[config.mk]
export PLATFORM = sky130hd
export DESIGN_NAME = uce_top
export DESIGN_NICKNAME = d
export VERILOG_FILES = /design/src/logic/uce_pkg.sv /design/src/logic/uce_top.sv /design/src/logic/uce_resp_unit.sv /design/src/logic/uce_engine.sv /design/src/logic/uce_req_decode.sv
export VERILOG_INCLUDE_DIRS = /design/src /design/src/logic
export SDC_FILE = /design/constraint.sdc
export NUM_CORES = 1
export LEC_CHECK = 0
export BUFFER_PORTS_ARGS = -buffer_cell sky130_fd_sc_hd__buf_2
export CAP_MARGIN = 20
export CORE_AREA = 2 2 210 212
export CTS_CLUSTER_DIAMETER = 150
export DETAILED_ROUTE_END_ITERATION = 12
export DIE_AREA = 0 0 212 214
export GPL_TIMING_DRIVEN = 0
export HOLD_SLACK_MARGIN = 0.12
export PLACE_DENSITY = 0.56
export RECOVER_POWER = 25
export SLEW_MARGIN = 20
export SYNTH_ARGS = -nofsm -noshare
export SYNTH_HDL_FRONTEND = slang
export SYNTH_SLANG_ARGS = --single-unit
[constraint.sdc]
create_clock -name clk_i -period 10.1 [get_ports clk_i]
set_input_delay 0.505 -clock clk_i [delete_from_list [all_inputs] [get_ports clk_i]]
set_output_delay 0.505 -clock clk_i [all_outputs]
set_load 0.05 [all_outputs]
[src/logic/uce_config.svh]
// uncached-and-miss engine widths, depths and derived field widths
`ifndef UCE_CONFIG_SVH
`define UCE_CONFIG_SVH

`define UCE_PADDR_WIDTH 32
`define UCE_BLOCK_WIDTH 128
`define UCE_DWORD_WIDTH 64
`define UCE_SETS 16
`define UCE_MAX_CREDITS 4

// derived from the values above
`define UCE_INDEX_WIDTH 4
// log2 of bytes per block, also the block read size code
`define UCE_BLOCK_OFFSET_WIDTH 4
`define UCE_CTAG_WIDTH (`UCE_PADDR_WIDTH - `UCE_INDEX_WIDTH - `UCE_BLOCK_OFFSET_WIDTH)
`define UCE_CREDIT_WIDTH 3

`define UCE_MSG_SIZE_WIDTH 3

`endif
[src/logic/uce_pkg.sv]
// uncached-and-miss engine shared vector types and encodings
`include "uce_config.svh"

package uce_pkg;

  typedef logic [`UCE_PADDR_WIDTH-1:0]        paddr_t;
  typedef logic [`UCE_INDEX_WIDTH-1:0]        index_t;
  typedef logic [`UCE_CTAG_WIDTH-1:0]         ctag_t;
  typedef logic [`UCE_BLOCK_WIDTH-1:0]        block_t;
  typedef logic [`UCE_DWORD_WIDTH-1:0]        dword_t;
  typedef logic [`UCE_MSG_SIZE_WIDTH-1:0]     msg_size_t;
  typedef logic [`UCE_CREDIT_WIDTH-1:0]       credit_cnt_t;

  typedef enum logic [1:0] {
    e_req_miss_load = 2'd0,
    e_req_uc_load   = 2'd1,
    e_req_uc_store  = 2'd2,
    e_req_clear     = 2'd3
  } req_kind_e;

  // memory responses carry the type of the message they answer
  typedef enum logic [1:0] {
    e_mem_rd    = 2'd0,
    e_mem_uc_rd = 2'd1,
    e_mem_uc_wr = 2'd2
  } mem_type_e;

  typedef enum logic {
    e_tag_clear = 1'b0,
    e_tag_set   = 1'b1
  } tag_op_e;

  typedef enum logic {
    e_data_write    = 1'b0,
    e_data_uncached = 1'b1
  } data_op_e;

  typedef enum logic [2:0] {
    e_reset,
    e_clear,
    e_ready,
    e_send,
    e_read_wait,
    e_uc_read_wait
  } uce_state_e;

endpackage

[src/logic/uce_top.sv]
// uncached-and-miss engine top, joins decode, engine and response unit
`timescale 1ns/1ps
`include "uce_config.svh"

module uce_top
  import uce_pkg::*;
(
  input  logic      clk_i,
  input  logic      reset_i,

  input  logic      cache_req_v_i,
  input  req_kind_e cache_req_type_i,
  input  paddr_t    cache_req_addr_i,
  input  msg_size_t cache_req_size_i,
  input  dword_t    cache_req_data_i,
  output logic      cache_req_yumi_o,
  output logic      cache_req_busy_o,
  output logic      cache_req_complete_o,
  output logic      cache_req_credits_full_o,
  output logic      cache_req_credits_empty_o,

  output logic      tag_mem_v_o,
  output tag_op_e   tag_mem_op_o,
  output index_t    tag_mem_index_o,
  output ctag_t     tag_mem_tag_o,
  input  logic      tag_mem_yumi_i,

  output logic      data_mem_v_o,
  output data_op_e  data_mem_op_o,
  output index_t    data_mem_index_o,
  output block_t    data_mem_data_o,
  input  logic      data_mem_yumi_i,

  output logic      mem_fwd_v_o,
  output mem_type_e mem_fwd_type_o,
  output paddr_t    mem_fwd_addr_o,
  output msg_size_t mem_fwd_size_o,
  output dword_t    mem_fwd_data_o,
  input  logic      mem_fwd_ready_and_i,

  input  logic      mem_rev_v_i,
  input  mem_type_e mem_rev_type_i,
  input  paddr_t    mem_rev_addr_i,
  input  block_t    mem_rev_data_i,
  output logic      mem_rev_ready_and_o
);

  logic      req_v, req_ready, req_done;
  req_kind_e req_kind;
  paddr_t    req_addr;
  msg_size_t req_size;
  dword_t    req_data;

  logic      fill_v, fill_yumi;
  paddr_t    fill_addr;
  block_t    fill_data;

  uce_req_decode decode_i (
    .clk_i            (clk_i),
    .reset_i          (reset_i),
    .cache_req_v_i    (cache_req_v_i),
    .cache_req_type_i (cache_req_type_i),
    .cache_req_addr_i (cache_req_addr_i),
    .cache_req_size_i (cache_req_size_i),
    .cache_req_data_i (cache_req_data_i),
    .cache_req_yumi_o (cache_req_yumi_o),
    .req_ready_i      (req_ready),
    .req_done_i       (req_done),
    .req_v_o          (req_v),
    .req_kind_o       (req_kind),
    .req_addr_o       (req_addr),
    .req_size_o       (req_size),
    .req_data_o       (req_data)
  );

  uce_engine engine_i (
    .clk_i                (clk_i),
    .reset_i              (reset_i),
    .req_v_i              (req_v),
    .req_kind_i           (req_kind),
    .req_addr_i           (req_addr),
    .req_size_i           (req_size),
    .req_data_i           (req_data),
    .req_ready_o          (req_ready),
    .req_done_o           (req_done),
    .fill_v_i             (fill_v),
    .fill_addr_i          (fill_addr),
    .fill_data_i          (fill_data),
    .fill_yumi_o          (fill_yumi),
    .credits_full_i       (cache_req_credits_full_o),
    .cache_req_busy_o     (cache_req_busy_o),
    .cache_req_complete_o (cache_req_complete_o),
    .tag_mem_v_o          (tag_mem_v_o),
    .tag_mem_op_o         (tag_mem_op_o),
    .tag_mem_index_o      (tag_mem_index_o),
    .tag_mem_tag_o        (tag_mem_tag_o),
    .tag_mem_yumi_i       (tag_mem_yumi_i),
    .data_mem_v_o         (data_mem_v_o),
    .data_mem_op_o        (data_mem_op_o),
    .data_mem_index_o     (data_mem_index_o),
    .data_mem_data_o      (data_mem_data_o),
    .data_mem_yumi_i      (data_mem_yumi_i),
    .mem_fwd_v_o          (mem_fwd_v_o),
    .mem_fwd_type_o       (mem_fwd_type_o),
    .mem_fwd_addr_o       (mem_fwd_addr_o),
    .mem_fwd_size_o       (mem_fwd_size_o),
    .mem_fwd_data_o       (mem_fwd_data_o),
    .mem_fwd_ready_and_i  (mem_fwd_ready_and_i)
  );

  uce_resp_unit resp_i (
    .clk_i               (clk_i),
    .reset_i             (reset_i),
    .mem_rev_v_i         (mem_rev_v_i),
    .mem_rev_type_i      (mem_rev_type_i),
    .mem_rev_addr_i      (mem_rev_addr_i),
    .mem_rev_data_i      (mem_rev_data_i),
    .mem_rev_ready_and_o (mem_rev_ready_and_o),
    .mem_fwd_v_i         (mem_fwd_v_o),
    .mem_fwd_ready_and_i (mem_fwd_ready_and_i),
    .fill_v_o            (fill_v),
    .fill_addr_o         (fill_addr),
    .fill_data_o         (fill_data),
    .fill_yumi_i         (fill_yumi),
    .credits_full_o      (cache_req_credits_full_o),
    .credits_empty_o     (cache_req_credits_empty_o)
  );

endmodule

[src/logic/uce_resp_unit.sv]
// memory response buffer with write ack filter and outstanding message credits
`timescale 1ns/1ps
`include "uce_config.svh"

module uce_resp_unit
  import uce_pkg::*;
(
  input  logic      clk_i,
  input  logic      reset_i,

  input  logic      mem_rev_v_i,
  input  mem_type_e mem_rev_type_i,
  input  paddr_t    mem_rev_addr_i,
  input  block_t    mem_rev_data_i,
  output logic      mem_rev_ready_and_o,

  input  logic      mem_fwd_v_i,
  input  logic      mem_fwd_ready_and_i,

  output logic      fill_v_o,
  output paddr_t    fill_addr_o,
  output block_t    fill_data_o,
  input  logic      fill_yumi_i,

  output logic      credits_full_o,
  output logic      credits_empty_o
);

  logic        buf_v_r;
  mem_type_e   buf_type_r;
  credit_cnt_t credit_cnt_r;

  wire buf_ack = (buf_type_r == e_mem_uc_wr);
  // acks leave on their own, everything else waits for the engine
  wire buf_deq = buf_v_r & (buf_ack | fill_yumi_i);
  wire buf_enq = mem_rev_v_i & mem_rev_ready_and_o;
  wire fwd_xfer = mem_fwd_v_i & mem_fwd_ready_and_i;

  assign mem_rev_ready_and_o = ~buf_v_r | buf_deq;
  assign fill_v_o            = buf_v_r & ~buf_ack;

  assign credits_full_o  = (credit_cnt_r == credit_cnt_t'(`UCE_MAX_CREDITS));
  assign credits_empty_o = (credit_cnt_r == '0);

  always_ff @(posedge clk_i)
  begin
    if (reset_i)
    begin
      buf_v_r      <= 1'b0;
      credit_cnt_r <= '0;
    end
    else
    begin
      if (buf_enq)
        buf_v_r <= 1'b1;
      else if (buf_deq)
        buf_v_r <= 1'b0;
      credit_cnt_r <= credit_cnt_r + credit_cnt_t'(fwd_xfer) - credit_cnt_t'(buf_deq);
    end
  end

  always_ff @(posedge clk_i)
  begin
    if (buf_enq)
    begin
      buf_type_r  <= mem_rev_type_i;
      fill_addr_o <= mem_rev_addr_i;
      fill_data_o <= mem_rev_data_i;
    end
  end

endmodule

[src/logic/uce_engine.sv]
// engine FSM, sweeps sets, issues memory messages and writes tag and data packets
`timescale 1ns/1ps
`include "uce_config.svh"

module uce_engine
  import uce_pkg::*;
(
  input  logic      clk_i,
  input  logic      reset_i,

  input  logic      req_v_i,
  input  req_kind_e req_kind_i,
  input  paddr_t    req_addr_i,
  input  msg_size_t req_size_i,
  input  dword_t    req_data_i,
  output logic      req_ready_o,
  output logic      req_done_o,

  input  logic      fill_v_i,
  input  paddr_t    fill_addr_i,
  input  block_t    fill_data_i,
  output logic      fill_yumi_o,
  input  logic      credits_full_i,

  output logic      cache_req_busy_o,
  output logic      cache_req_complete_o,

  output logic      tag_mem_v_o,
  output tag_op_e   tag_mem_op_o,
  output index_t    tag_mem_index_o,
  output ctag_t     tag_mem_tag_o,
  input  logic      tag_mem_yumi_i,

  output logic      data_mem_v_o,
  output data_op_e  data_mem_op_o,
  output index_t    data_mem_index_o,
  output block_t    data_mem_data_o,
  input  logic      data_mem_yumi_i,

  output logic      mem_fwd_v_o,
  output mem_type_e mem_fwd_type_o,
  output paddr_t    mem_fwd_addr_o,
  output msg_size_t mem_fwd_size_o,
  output dword_t    mem_fwd_data_o,
  input  logic      mem_fwd_ready_and_i
);

  uce_state_e state_r, state_n;
  index_t     index_cnt_r;
  logic       index_up;
  logic       tag_sent_r, data_sent_r;
  logic       fwd_done;
  logic       store_send;

  wire index_last = (index_cnt_r == index_t'(`UCE_SETS - 1));

  wire index_t fill_index = fill_addr_i[`UCE_BLOCK_OFFSET_WIDTH +: `UCE_INDEX_WIDTH];
  wire ctag_t  fill_tag   =
    fill_addr_i[`UCE_BLOCK_OFFSET_WIDTH + `UCE_INDEX_WIDTH +: `UCE_CTAG_WIDTH];

  wire paddr_t block_addr =
    {req_addr_i[`UCE_PADDR_WIDTH-1:`UCE_BLOCK_OFFSET_WIDTH], {`UCE_BLOCK_OFFSET_WIDTH{1'b0}}};

  assign req_ready_o      = (state_r == e_ready);
  assign cache_req_busy_o = (state_r == e_reset) | (state_r == e_clear) | credits_full_i;
  assign store_send       = req_ready_o & req_v_i & (req_kind_i == e_req_uc_store);
  assign fwd_done         = mem_fwd_v_o & mem_fwd_ready_and_i;

  // stores retire silently
  assign cache_req_complete_o = req_done_o & ~store_send;

  always_comb
  begin
    state_n          = state_r;
    index_up         = 1'b0;
    req_done_o       = 1'b0;
    fill_yumi_o      = 1'b0;

    tag_mem_v_o      = 1'b0;
    tag_mem_op_o     = e_tag_set;
    tag_mem_index_o  = fill_index;
    tag_mem_tag_o    = fill_tag;

    data_mem_v_o     = 1'b0;
    data_mem_op_o    = e_data_write;
    data_mem_index_o = fill_index;
    data_mem_data_o  = fill_data_i;

    mem_fwd_v_o      = 1'b0;
    mem_fwd_type_o   = e_mem_rd;
    mem_fwd_addr_o   = block_addr;
    mem_fwd_size_o   = msg_size_t'(`UCE_BLOCK_OFFSET_WIDTH);
    mem_fwd_data_o   = '0;

    unique case (state_r)
      e_reset:
        state_n = e_clear;
      e_clear:
      begin
        tag_mem_v_o     = 1'b1;
        tag_mem_op_o    = e_tag_clear;
        tag_mem_index_o = index_cnt_r;
        tag_mem_tag_o   = '0;
        index_up        = tag_mem_yumi_i;
        req_done_o      = index_up & index_last;
        if (req_done_o)
          state_n = e_ready;
      end
      e_ready:
      begin
        if (req_v_i)
        begin
          unique case (req_kind_i)
            e_req_uc_store:
            begin
              // sent straight from ready, the ack is never waited for
              mem_fwd_v_o    = ~credits_full_i;
              mem_fwd_type_o = e_mem_uc_wr;
              mem_fwd_addr_o = req_addr_i;
              mem_fwd_size_o = req_size_i;
              mem_fwd_data_o = req_data_i;
              req_done_o     = fwd_done;
            end
            e_req_clear:
              state_n = e_clear;
            default:
              state_n = e_send;
          endcase
        end
      end
      e_send:
      begin
        mem_fwd_v_o = ~credits_full_i;
        if (req_kind_i != e_req_miss_load)
        begin
          mem_fwd_type_o = e_mem_uc_rd;
          mem_fwd_addr_o = req_addr_i;
          mem_fwd_size_o = req_size_i;
        end
        if (fwd_done)
          state_n = (req_kind_i == e_req_miss_load) ? e_read_wait : e_uc_read_wait;
      end
      e_read_wait:
      begin
        // each packet drops once taken, the line is done when both are in
        tag_mem_v_o  = fill_v_i & ~tag_sent_r;
        data_mem_v_o = fill_v_i & ~data_sent_r;
        fill_yumi_o  = fill_v_i & (tag_sent_r | tag_mem_yumi_i)
                       & (data_sent_r | data_mem_yumi_i);
        req_done_o   = fill_yumi_o;
        if (req_done_o)
          state_n = e_ready;
      end
      e_uc_read_wait:
      begin
        data_mem_v_o    = fill_v_i;
        data_mem_op_o   = e_data_uncached;
        data_mem_data_o =
          {(`UCE_BLOCK_WIDTH / `UCE_DWORD_WIDTH){fill_data_i[0 +: `UCE_DWORD_WIDTH]}};
        fill_yumi_o     = data_mem_v_o & data_mem_yumi_i;
        req_done_o      = fill_yumi_o;
        if (req_done_o)
          state_n = e_ready;
      end
      default:
        state_n = e_reset;
    endcase
  end

  always_ff @(posedge clk_i)
  begin
    if (reset_i)
    begin
      state_r     <= e_reset;
      index_cnt_r <= '0;
      tag_sent_r  <= 1'b0;
      data_sent_r <= 1'b0;
    end
    else
    begin
      state_r <= state_n;
      // wraps to zero after the last set
      if (index_up)
        index_cnt_r <= index_cnt_r + index_t'(1);
      if (fill_yumi_o)
      begin
        tag_sent_r  <= 1'b0;
        data_sent_r <= 1'b0;
      end
      else if (state_r == e_read_wait)
      begin
        tag_sent_r  <= tag_sent_r | (tag_mem_v_o & tag_mem_yumi_i);
        data_sent_r <= data_sent_r | (data_mem_v_o & data_mem_yumi_i);
      end
    end
  end

endmodule

[src/logic/uce_req_decode.sv]
// request decode, accepts one cache request and holds it until the engine is done
`timescale 1ns/1ps
`include "uce_config.svh"

module uce_req_decode
  import uce_pkg::*;
(
  input  logic      clk_i,
  input  logic      reset_i,

  input  logic      cache_req_v_i,
  input  req_kind_e cache_req_type_i,
  input  paddr_t    cache_req_addr_i,
  input  msg_size_t cache_req_size_i,
  input  dword_t    cache_req_data_i,
  output logic      cache_req_yumi_o,

  input  logic      req_ready_i,
  input  logic      req_done_i,
  output logic      req_v_o,
  output req_kind_e req_kind_o,
  output paddr_t    req_addr_o,
  output msg_size_t req_size_o,
  output dword_t    req_data_o
);

  // a new request may replace one that finishes this cycle
  assign cache_req_yumi_o = cache_req_v_i & req_ready_i & (~req_v_o | req_done_i);

  always_ff @(posedge clk_i)
  begin
    if (reset_i)
      req_v_o <= 1'b0;
    else if (cache_req_yumi_o)
      req_v_o <= 1'b1;
    else if (req_done_i)
      req_v_o <= 1'b0;
  end

  always_ff @(posedge clk_i)
  begin
    if (cache_req_yumi_o)
    begin
      req_kind_o <= cache_req_type_i;
      req_addr_o <= cache_req_addr_i;
      req_size_o <= cache_req_size_i;
      req_data_o <= cache_req_data_i;
    end
  end

endmodule

==> impl_metrics.xml, run 1 <==
<?xml version="1.0" encoding="UTF-8"?>
<metrics>
  <group name="placed_design">
    <metric name="place_congestion" unit="">0.848</metric>
    <metric name="placed_area" unit="um^2">14600</metric>
    <metric name="place.detailed.hpwl" unit="um">26100</metric>
    <metric name="placement.io_buffers" unit="">537</metric>
  </group>
  <group name="critical_path">
    <metric name="crit_path_frequent_cell" unit="">sky130_fd_sc_hd__buf_2</metric>
    <metric name="crit_path_start_kind" unit="">flip-flop</metric>
    <metric name="timing.setup.critical_path_class" unit="">reg2out</metric>
    <metric name="timing.critical_path.fanout_max" unit="">10</metric>
    <metric name="critical_path_arrival" unit="ps">2690</metric>
    <metric name="worst_path_bufs_invs" unit="">4</metric>
    <metric name="path_cells" unit="">buf_2 -&gt; and2b_1 -&gt; buf_2 -&gt; clkbuf_1 -&gt; and3_1 -&gt; buf_2</metric>
    <metric name="critical-path-slowest-cell" unit="">sky130_fd_sc_hd__and2b_1</metric>
    <metric name="worst_path_required_time" unit="ps">9600</metric>
    <metric name="worst_setup_ep_type" unit="">output port</metric>
    <metric name="cpPeakStageDelay" unit="ps">440</metric>
    <metric name="critical_path.top_delay_family" unit="">buffers and inverters</metric>
  </group>
  <group name="yosys">
    <metric name="synth_area_per_cell" unit="um^2">16.4</metric>
    <metric name="leading_cell_types_by_total_area_after_synthesis" unit="">sky130_fd_sc_hd__edfxtp_1 (71%), sky130_fd_sc_hd__buf_4 (7.0%), sky130_fd_sc_hd__mux2_1 (5.1%)</metric>
    <metric name="async_set_reset_flop_share_out_of_synthesis" unit="%">0</metric>
    <metric name="synth_seq_area_share" unit="%">73.9</metric>
    <metric name="post_synth_mux_area_share" unit="%">6.61</metric>
    <metric name="synth_top_family_by_area" unit="">simple AND/OR/NAND/NOR gates</metric>
    <metric name="fraction_of_the_mapped_netlist_area_in_simple_logic_gates" unit="%">8.44</metric>
    <metric name="post_synth_inst_count" unit="">664</metric>
    <metric name="post_synth_xor_area_fraction" unit="%">0.402</metric>
    <metric name="postSynth.topFlopCell" unit="">sky130_fd_sc_hd__edfxtp_1</metric>
    <metric name="ys_ff_latch" unit="">273</metric>
    <metric name="synthesis.area" unit="um^2">10900</metric>
    <metric name="synth.yosys.warnings" unit="">0</metric>
    <metric name="yosys.cell_count.top_type" unit="">sky130_fd_sc_hd__edfxtp_1</metric>
    <metric name="synth_enable_flop_cells" unit="">259</metric>
    <metric name="post_synthesis_compound_gate_area_fraction" unit="%">1.75</metric>
    <metric name="synth.net_count" unit="">938</metric>
    <metric name="yosys.area.top_type_share" unit="%">71.4</metric>
    <metric name="post_synth_fa_ha_maj_area_fraction" unit="%">0.528</metric>
    <metric name="synthTopCellsByCount" unit="">sky130_fd_sc_hd__edfxtp_1 (259), sky130_fd_sc_hd__buf_4 (102), sky130_fd_sc_hd__and3_1 (66), sky130_fd_sc_hd__mux2_1 (49), sky130_fd_sc_hd__and2_1 (31)</metric>
    <metric name="synth_largest_area_cell" unit="">sky130_fd_sc_hd__edfxtp_1</metric>
    <metric name="yosys.cell_types.count" unit="">45</metric>
  </group>
  <group name="finish">
    <metric name="layout_cell_share_with_drive_strength_beyond_1" unit="%">50.0</metric>
    <metric name="layout-area-overhead-vs-synth" unit="%">59.0</metric>
    <metric name="final_design_area_no_fill" unit="um^2">17300</metric>
    <metric name="fin_nets" unit="">1693</metric>
    <metric name="final.fill_count" unit="">4002</metric>
  </group>
  <group name="route">
    <metric name="antenna_violating_nets_post_route" unit="">0</metric>
    <metric name="drt_first_pass_iters" unit="">4</metric>
    <metric name="routed-via-count" unit="">8248</metric>
    <metric name="routedWlPerCell" unit="um">17.4</metric>
    <metric name="drc" unit="">0</metric>
    <metric name="initialDrtViolationCount" unit="">384</metric>
    <metric name="route.detailed.vias_per_inst" unit="">4.06</metric>
    <metric name="finalWirelength" unit="um">35400</metric>
  </group>
  <group name="timing">
    <metric name="timing.setup.tns" unit="ps">0</metric>
    <metric name="grt_setup_unrepaired" unit="">false</metric>
    <metric name="timing.final.setup_violations" unit="">0</metric>
    <metric name="fmax" unit="MHz">313</metric>
    <metric name="fin_worst_skew" unit="ps">21.9</metric>
    <metric name="worst_pin_slew" unit="ps">710</metric>
    <metric name="finalWorstPathRequiredPeriod" unit="ps">3190</metric>
    <metric name="slew-limit-headroom" unit="%">52.5</metric>
    <metric name="final_hold_viol_count" unit="">0</metric>
    <metric name="timing_max_transition_violations_final" unit="">0</metric>
    <metric name="post-route-period-util" unit="%">31.6</metric>
  </group>
  <group name="floorplan">
    <metric name="placeableCoreArea" unit="um^2">42900</metric>
    <metric name="ios" unit="">542</metric>
    <metric name="die-area" unit="um^2">45400</metric>
    <metric name="chipHeight" unit="um">214</metric>
    <metric name="floorplan.rows" unit="">76</metric>
    <metric name="floorplan.die.width" unit="um">212</metric>
    <metric name="initial_utilization" unit="%">25.4</metric>
  </group>
  <group name="status">
    <metric name="status" unit="">finished, final reports clean</metric>
  </group>
  <group name="power_and_ir_drop">
    <metric name="ir_worst_vdd" unit="mV">0.142</metric>
    <metric name="p_leak" unit="nW">7.66</metric>
    <metric name="power.density" unit="nW/um^2">163</metric>
  </group>
  <group name="global_routing">
    <metric name="grt_pass1_vias" unit="">8806</metric>
    <metric name="grt_use_total" unit="%">15.2</metric>
    <metric name="grt_pass1_wl" unit="um">51700</metric>
    <metric name="grt_max_degree" unit="">49</metric>
    <metric name="grt.overflow.total" unit="">0</metric>
    <metric name="antenna_found_initial" unit="">8</metric>
  </group>
  <group name="clock_network">
    <metric name="clock_latency" unit="ps">540</metric>
    <metric name="htree_levels" unit="">2</metric>
    <metric name="ctsLongestPathBuffers" unit="">3</metric>
    <metric name="cts_root_buffer" unit="">sky130_fd_sc_hd__clkbuf_16</metric>
    <metric name="cts_made_buffers" unit="">34</metric>
    <metric name="cts_tree" unit="">built</metric>
    <metric name="path_clk_slew" unit="ps">50</metric>
    <metric name="numClockSinks" unit="">273</metric>
  </group>
  <group name="worst_hold_path">
    <metric name="holdCritPathClass" unit="">in2reg</metric>
  </group>
  <group name="job">
    <metric name="max_cap_viol_count" unit="">0</metric>
  </group>
</metrics>
==> worst paths after layout <==
kind | cells after the start | slack (ps) | end | start
worst max-delay path | 6 | 6910 | mem_fwd_data_o[53] | engine_i.state_r[2]
worst min-delay path | 1 | 160 | decode_i.req_data_o[5] | cache_req_data_i[5]
worst max register to register | 11 | 7270 | resp_i.credit_cnt_r[2] | engine_i.state_r[1]
worst min register to register | 2 | 500 | engine_i.index_cnt_r[1] | engine_i.index_cnt_r[1]
==> area by class of cell <==
| cell class | count | area (um^2) | share of cell area (%) |
|---|---|---|---|
| Antenna cell | 3 | 7.51 | 0.0433 |
| Buffer | 125 | 867 | 5.00 |
| Clock buffer | 39 | 870 | 5.02 |
| Clock inverter | 20 | 150 | 0.867 |
| Inverter | 11 | 41.3 | 0.238 |
| Multi-Input combinational cell | 255 | 1950 | 11.2 |
| Sequential cell | 273 | 8060 | 46.5 |
| Tap cell | 585 | 732 | 4.22 |
| Timing Repair Buffer | 719 | 4650 | 26.9 |
==> state kept, by name (all words and copies together) (netlist names), 2 cells and up <==
signal and count:
engine_i.index_cnt_r 4, decode_i.req_addr_o 32, decode_i.req_data_o 64, engine_i.state_r 3
decode_i.req_size_o 3, resp_i.credit_cnt_r 3, resp_i.buf_type_r 2, resp_i.fill_addr_o 28
resp_i.fill_data_o 128, decode_i.req_kind_o 2
==> logic make-up (layout without fill, tap and decap cells) <==
group,Yosys count,in the layout
flops,273,273
simple gates,155,155
buf+inv,136,914
mux,64,64
compound gates,27,27
xor+xnor,5,5
fa+ha+maj,4,4
other cells,0,3
==> layer usage <==
layer	share of wire (%)	up-vias	track usage, %
met5	0.15	-	0
met4	2.8	8	5.63
met3	10	61	5.78
met2	51	399	28.0
met1	36	3900	15.4
li1	-	3880	-
==> placed cells by master (no fill, tap or decap), drive strengths merged, types with 3 or more instances in the layout <==
cell / instances
buf: 651
edfxtp: 259
dlygate4sd3: 173
and3: 66
mux2: 64
clkbuf: 59
and2: 31
nand2: 21
dfxtp: 14
inv: 14
clkinv: 14
a21oi: 10
nor2: 8
nand3: 6
nand2b: 5
nor3: 4
o21ai: 4
diode: 3
nand4: 3
a31oi: 3
xor2: 3
ha: 3
==> stage by stage <==
| stage | std cells | hold WS (ps) | total power, mW | utilization, % | setup WS (ps) |
|---|---|---|---|---|---|
| finish | 2030 | 157 | 2.82 | 40.4 | 6910 |
| global route | 2027 | 125 | 2.93 | 40.4 | 6710 |
| CTS | 2027 | 120 | 2.86 | 40.4 | 6780 |
| detailed placement | 1795 | 492 | 1.67 | 34.0 | 7140 |
| global placement | 1786 | 476 | 1.67 | 33.4 | -2850 |
| floorplan | 664 | 462 | 1.55 | - | 818 |
==> power breakdown <==
part	internal (mW)	total, mW	switching [mW]
Sequential	1.29	1.31	0.0158
Clock	0.647	1.13	0.478
Combinational	0.154	0.391	0.237
==> repair_timing <==
action / 4_1_cts / 5_1_grt
hold buffers: 173 / 0
hold endpoints to repair: 173 / 0
resized for setup: 0 / 0
buffers inserted: 0 / 0
Note: power is estimated with default switching activity, not from simulation.
==> run 2: changes to the inputs <==
--- a/config.mk
+++ b/config.mk
@@ -6,15 +6,16 @@
 export SDC_FILE = /design/constraint.sdc
 export NUM_CORES = 1
 export LEC_CHECK = 0
+export ABC_AREA = 1
 export BUFFER_PORTS_ARGS = -buffer_cell sky130_fd_sc_hd__buf_2
 export CAP_MARGIN = 20
-export CORE_AREA = 2 2 210 212
+export CORE_AREA = 2 2 211 213
 export CTS_CLUSTER_DIAMETER = 150
 export DETAILED_ROUTE_END_ITERATION = 12
-export DIE_AREA = 0 0 212 214
+export DIE_AREA = 0 0 213 215
 export GPL_TIMING_DRIVEN = 0
 export HOLD_SLACK_MARGIN = 0.12
-export PLACE_DENSITY = 0.56
+export PLACE_DENSITY = 0.58
 export RECOVER_POWER = 25
 export SLEW_MARGIN = 20
 export SYNTH_ARGS = -nofsm -noshare
==> constraint.sdc (replaced) <==
create_clock -name clk_i -period 2.65 [get_ports clk_i]
set_input_delay 0.1325 -clock clk_i [delete_from_list [all_inputs] [get_ports clk_i]]
set_output_delay 0.1325 -clock clk_i [all_outputs]
set_load 0.05 [all_outputs]
==> impl_metrics.xml, run 2 <==
<?xml version="1.0" encoding="UTF-8"?>
<metrics>
  <group name="global_routing">
    <metric name="grt_pass1_vias" unit="">10000</metric>
    <metric name="grt_use_total" unit="%">15.8</metric>
    <metric name="antenna_found_initial" unit="">4</metric>
    <metric name="grt.overflow.total" unit="">0</metric>
    <metric name="grt_max_degree" unit="">36</metric>
    <metric name="grt_pass1_wl" unit="um">55200</metric>
  </group>
  <group name="clock_network">
    <metric name="numClockSinks" unit="">273</metric>
    <metric name="cts_made_buffers" unit="">34</metric>
    <metric name="ctsLongestPathBuffers" unit="">3</metric>
    <metric name="htree_levels" unit="">2</metric>
    <metric name="cts_root_buffer" unit="">sky130_fd_sc_hd__clkbuf_16</metric>
    <metric name="path_clk_slew" unit="ps">60</metric>
    <metric name="cts_tree" unit="">built</metric>
    <metric name="clock_latency" unit="ps">530</metric>
  </group>
  <group name="timing">
    <metric name="fin_worst_skew" unit="ps">23.7</metric>
    <metric name="fmax" unit="MHz">399</metric>
    <metric name="timing.final.setup_violations" unit="">0</metric>
    <metric name="worst_pin_slew" unit="ps">592</metric>
    <metric name="finalWorstPathRequiredPeriod" unit="ps">2510</metric>
    <metric name="final_hold_viol_count" unit="">0</metric>
    <metric name="grt_setup_unrepaired" unit="">false</metric>
    <metric name="slew-limit-headroom" unit="%">60.5</metric>
    <metric name="timing_max_transition_violations_final" unit="">0</metric>
    <metric name="post-route-period-util" unit="%">94.6</metric>
    <metric name="fin_ws" unit="ps">143</metric>
  </group>
  <group name="finish">
    <metric name="final.fill_count" unit="">4027</metric>
    <metric name="most_common_library_cell_in_the_layout_ignoring_fill_and_taps" unit="">sky130_fd_sc_hd__buf_2</metric>
    <metric name="layout_cell_share_with_drive_strength_beyond_1" unit="%">40.8</metric>
    <metric name="layout-area-overhead-vs-synth" unit="%">67.9</metric>
    <metric name="most_used_cells_in_the_layout_excluding_fill_and_tap_cells" unit="">sky130_fd_sc_hd__buf_2 (546), sky130_fd_sc_hd__dlygate4sd3_1 (266), sky130_fd_sc_hd__edfxtp_1 (259)</metric>
    <metric name="reg_top3" unit="">resp_i.fill_data_o: 128 flops, decode_i.req_data_o: 64 flops, decode_i.req_addr_o: 32 flops</metric>
    <metric name="largest_reg_flops" unit="">128</metric>
    <metric name="register_area" unit="um^2">8060</metric>
    <metric name="fin_nets" unit="">2041</metric>
    <metric name="largest_register" unit="">resp_i.fill_data_o</metric>
    <metric name="multiInputGateArea" unit="um^2">1720</metric>
    <metric name="finish.utilization" unit="%">42.3</metric>
  </group>
  <group name="critical_path">
    <metric name="critical_path_arrival" unit="ps">2370</metric>
    <metric name="cpPeakStageDelay" unit="ps">360</metric>
    <metric name="worst_setup_ep_type" unit="">output port</metric>
    <metric name="timing.critical_path.fanout_max" unit="">10</metric>
    <metric name="critical_path.top_delay_family" unit="">buffers and inverters</metric>
    <metric name="timing.setup.critical_path_class" unit="">reg2out</metric>
    <metric name="worst_path_bufs_invs" unit="">4</metric>
    <metric name="worst_path_required_time" unit="ps">2520</metric>
    <metric name="path_cells" unit="">inv_2 -&gt; nand2_1 -&gt; nor2_2 -&gt; nand2_1 -&gt; buf_2 -&gt; buf_2 -&gt; nor2_1 -&gt; buf_2</metric>
    <metric name="crit_path_frequent_cell" unit="">sky130_fd_sc_hd__buf_2</metric>
    <metric name="crit_path_start_kind" unit="">flip-flop</metric>
    <metric name="critical-path-slowest-cell" unit="">sky130_fd_sc_hd__dfxtp_1</metric>
  </group>
  <group name="route">
    <metric name="antenna_violating_nets_post_route" unit="">0</metric>
    <metric name="drt_first_pass_iters" unit="">4</metric>
    <metric name="initialDrtViolationCount" unit="">454</metric>
    <metric name="finalWirelength" unit="um">37100</metric>
    <metric name="drc" unit="">0</metric>
    <metric name="routed-via-count" unit="">9428</metric>
    <metric name="route.detailed.vias_per_inst" unit="">3.96</metric>
    <metric name="routedWlPerCell" unit="um">15.5</metric>
  </group>
  <group name="yosys">
    <metric name="synth_enable_flop_cells" unit="">259</metric>
    <metric name="async_set_reset_flop_share_out_of_synthesis" unit="%">0</metric>
    <metric name="postSynth.topFlopCell" unit="">sky130_fd_sc_hd__edfxtp_1</metric>
    <metric name="synthesis.area" unit="um^2">11000</metric>
    <metric name="synth_seq_area_share" unit="%">73.2</metric>
    <metric name="synth.yosys.warnings" unit="">0</metric>
    <metric name="synth_area_per_cell" unit="um^2">12.0</metric>
    <metric name="post_synth_inst_count" unit="">914</metric>
    <metric name="yosys.cell_count.top_type" unit="">sky130_fd_sc_hd__edfxtp_1</metric>
    <metric name="synth.net_count" unit="">1188</metric>
    <metric name="yosys.cell_types.count" unit="">26</metric>
    <metric name="synthTopCellsByCount" unit="">sky130_fd_sc_hd__edfxtp_1 (259), sky130_fd_sc_hd__nand2_1 (224), sky130_fd_sc_hd__inv_1 (119), sky130_fd_sc_hd__nor2_1 (115), sky130_fd_sc_hd__buf_4 (97)</metric>
    <metric name="synth_largest_area_cell" unit="">sky130_fd_sc_hd__edfxtp_1</metric>
    <metric name="yosys.area.top_type_share" unit="%">70.7</metric>
    <metric name="ys_ff_latch" unit="">273</metric>
    <metric name="leading_cell_types_by_total_area_after_synthesis" unit="">sky130_fd_sc_hd__edfxtp_1 (71%), sky130_fd_sc_hd__nand2_1 (7.6%), sky130_fd_sc_hd__buf_4 (6.6%)</metric>
  </group>
  <group name="floorplan">
    <metric name="initial_utilization" unit="%">25.2</metric>
    <metric name="die-area" unit="um^2">45800</metric>
    <metric name="floorplan.die.width" unit="um">213</metric>
    <metric name="floorplan.rows" unit="">77</metric>
    <metric name="chipHeight" unit="um">215</metric>
    <metric name="placeableCoreArea" unit="um^2">43600</metric>
    <metric name="ios" unit="">542</metric>
  </group>
  <group name="power_and_ir_drop">
    <metric name="ir_worst_vdd" unit="mV">0.676</metric>
    <metric name="design_power_total" unit="mW">13.8</metric>
    <metric name="power.density" unit="nW/um^2">746</metric>
    <metric name="p_leak" unit="nW">8.67</metric>
  </group>
  <group name="placed_design">
    <metric name="place_congestion" unit="">0.919</metric>
    <metric name="place.detailed.hpwl" unit="um">26700</metric>
    <metric name="placement.io_buffers" unit="">536</metric>
    <metric name="detailedPlace.worstSlack" unit="ps">-423</metric>
  </group>
  <group name="job">
    <metric name="max_cap_viol_count" unit="">0</metric>
  </group>
  <group name="worst_hold_path">
    <metric name="holdCritPathClass" unit="">in2reg</metric>
  </group>
  <group name="status">
    <metric name="status" unit="">finished, final reports clean</metric>
  </group>
</metrics>
## run 2: cell count changes after synthesis, moves of 7 or more
cell / before / now
sky130_fd_sc_hd__and2_1: 31 / 0
sky130_fd_sc_hd__and3_1: 66 / 0
sky130_fd_sc_hd__buf_2: 6 / 14
sky130_fd_sc_hd__inv_1: 10 / 119
sky130_fd_sc_hd__mux2_1: 49 / 0
sky130_fd_sc_hd__mux2_2: 15 / 0
sky130_fd_sc_hd__nand2_1: 21 / 224
sky130_fd_sc_hd__nor2_1: 8 / 115
sky130_fd_sc_hd__o21ai_1: 0 / 7
## run 2: cells by family (layout without fill, tap and decap cells)
logic type,Yosys count,after routing,synth area share [%]
other,0,3,0
buffers and inverters,245,1118,11.8
adder cells (fa/ha/maj),4,4,0.523
AND/OR/NAND/NOR,365,365,13.0
AO/OA/AOI/OAI,25,26,1.24
XOR/XNOR,2,2,0.159
flip-flops,273,273,73.2
## run 2: path summary, 6_finish.rpt
path / startpoint / endpoint / slack (ps) / cells after the start
min reg2reg: engine_i.index_cnt_r[3] / engine_i.index_cnt_r[3] / 480 / 1
min: mem_rev_data_i[45] / resp_i.fill_data_o[45] / 310 / 2
max reg2reg: resp_i.buf_type_r[0] / resp_i.credit_cnt_r[2] / 250 / 14
max: engine_i.state_r[0] / mem_fwd_data_o[53] / 140 / 8
## run 2: report_power, final
part           switching [mW]  total (mW)  leakage, nW  internal (mW)
Clock                    1.80        4.41        0.502           2.61
Combinational            2.81        3.99         5.61           1.17
Sequential              0.170        5.37         2.55           5.20
## run 2: final cells by class
cell class | count | area share, %
Multi-Input combinational cell | 397 | 9.30
Timing Repair Buffer | 816 | 30.3
Antenna cell | 3 | 0.0406
Sequential cell | 273 | 43.6
Clock inverter | 15 | 0.711
Inverter | 124 | 2.55
Buffer | 121 | 4.57
Tap cell | 592 | 4.01
Clock buffer | 42 | 4.88
## run 2: metrics by stage
step           instances  setup TNS, ps  hold WS, ps  area [um^2]
6_report            2383              0          307        18500
3_3_place_gp        2042        -580990          309        14500
4_1_cts             2377              0          269        18400
3_5_place_dp        2051         -20300          311        14700
5_1_grt             2383              0          282        18500
2_1_floorplan        914        -264600          231        11100
## run 2: layer usage
metal | vias up | routed length, um | global-route usage [%] | share of wire [%]
li1 | 4562 | - | - | -
met1 | 4487 | 14300 | 17.9 | 39
met2 | 302 | 19400 | 28.1 | 52
met3 | 75 | 2160 | 3.96 | 5.8
met4 | 2 | 1190 | 6.39 | 3.2
met5 | - | 11 | 0 | 0.030
## run 2: timing repair
action / in CTS / in global routing
gates cloned: 1 / 0
resized for setup: 2 / 3
endpoints found under the hold margin: 273 / 0
endpoints found under the setup margin: 95 / 27
pin swaps: 2 / 1
setup buffers: 2 / 3
hold buffers: 266 / 0
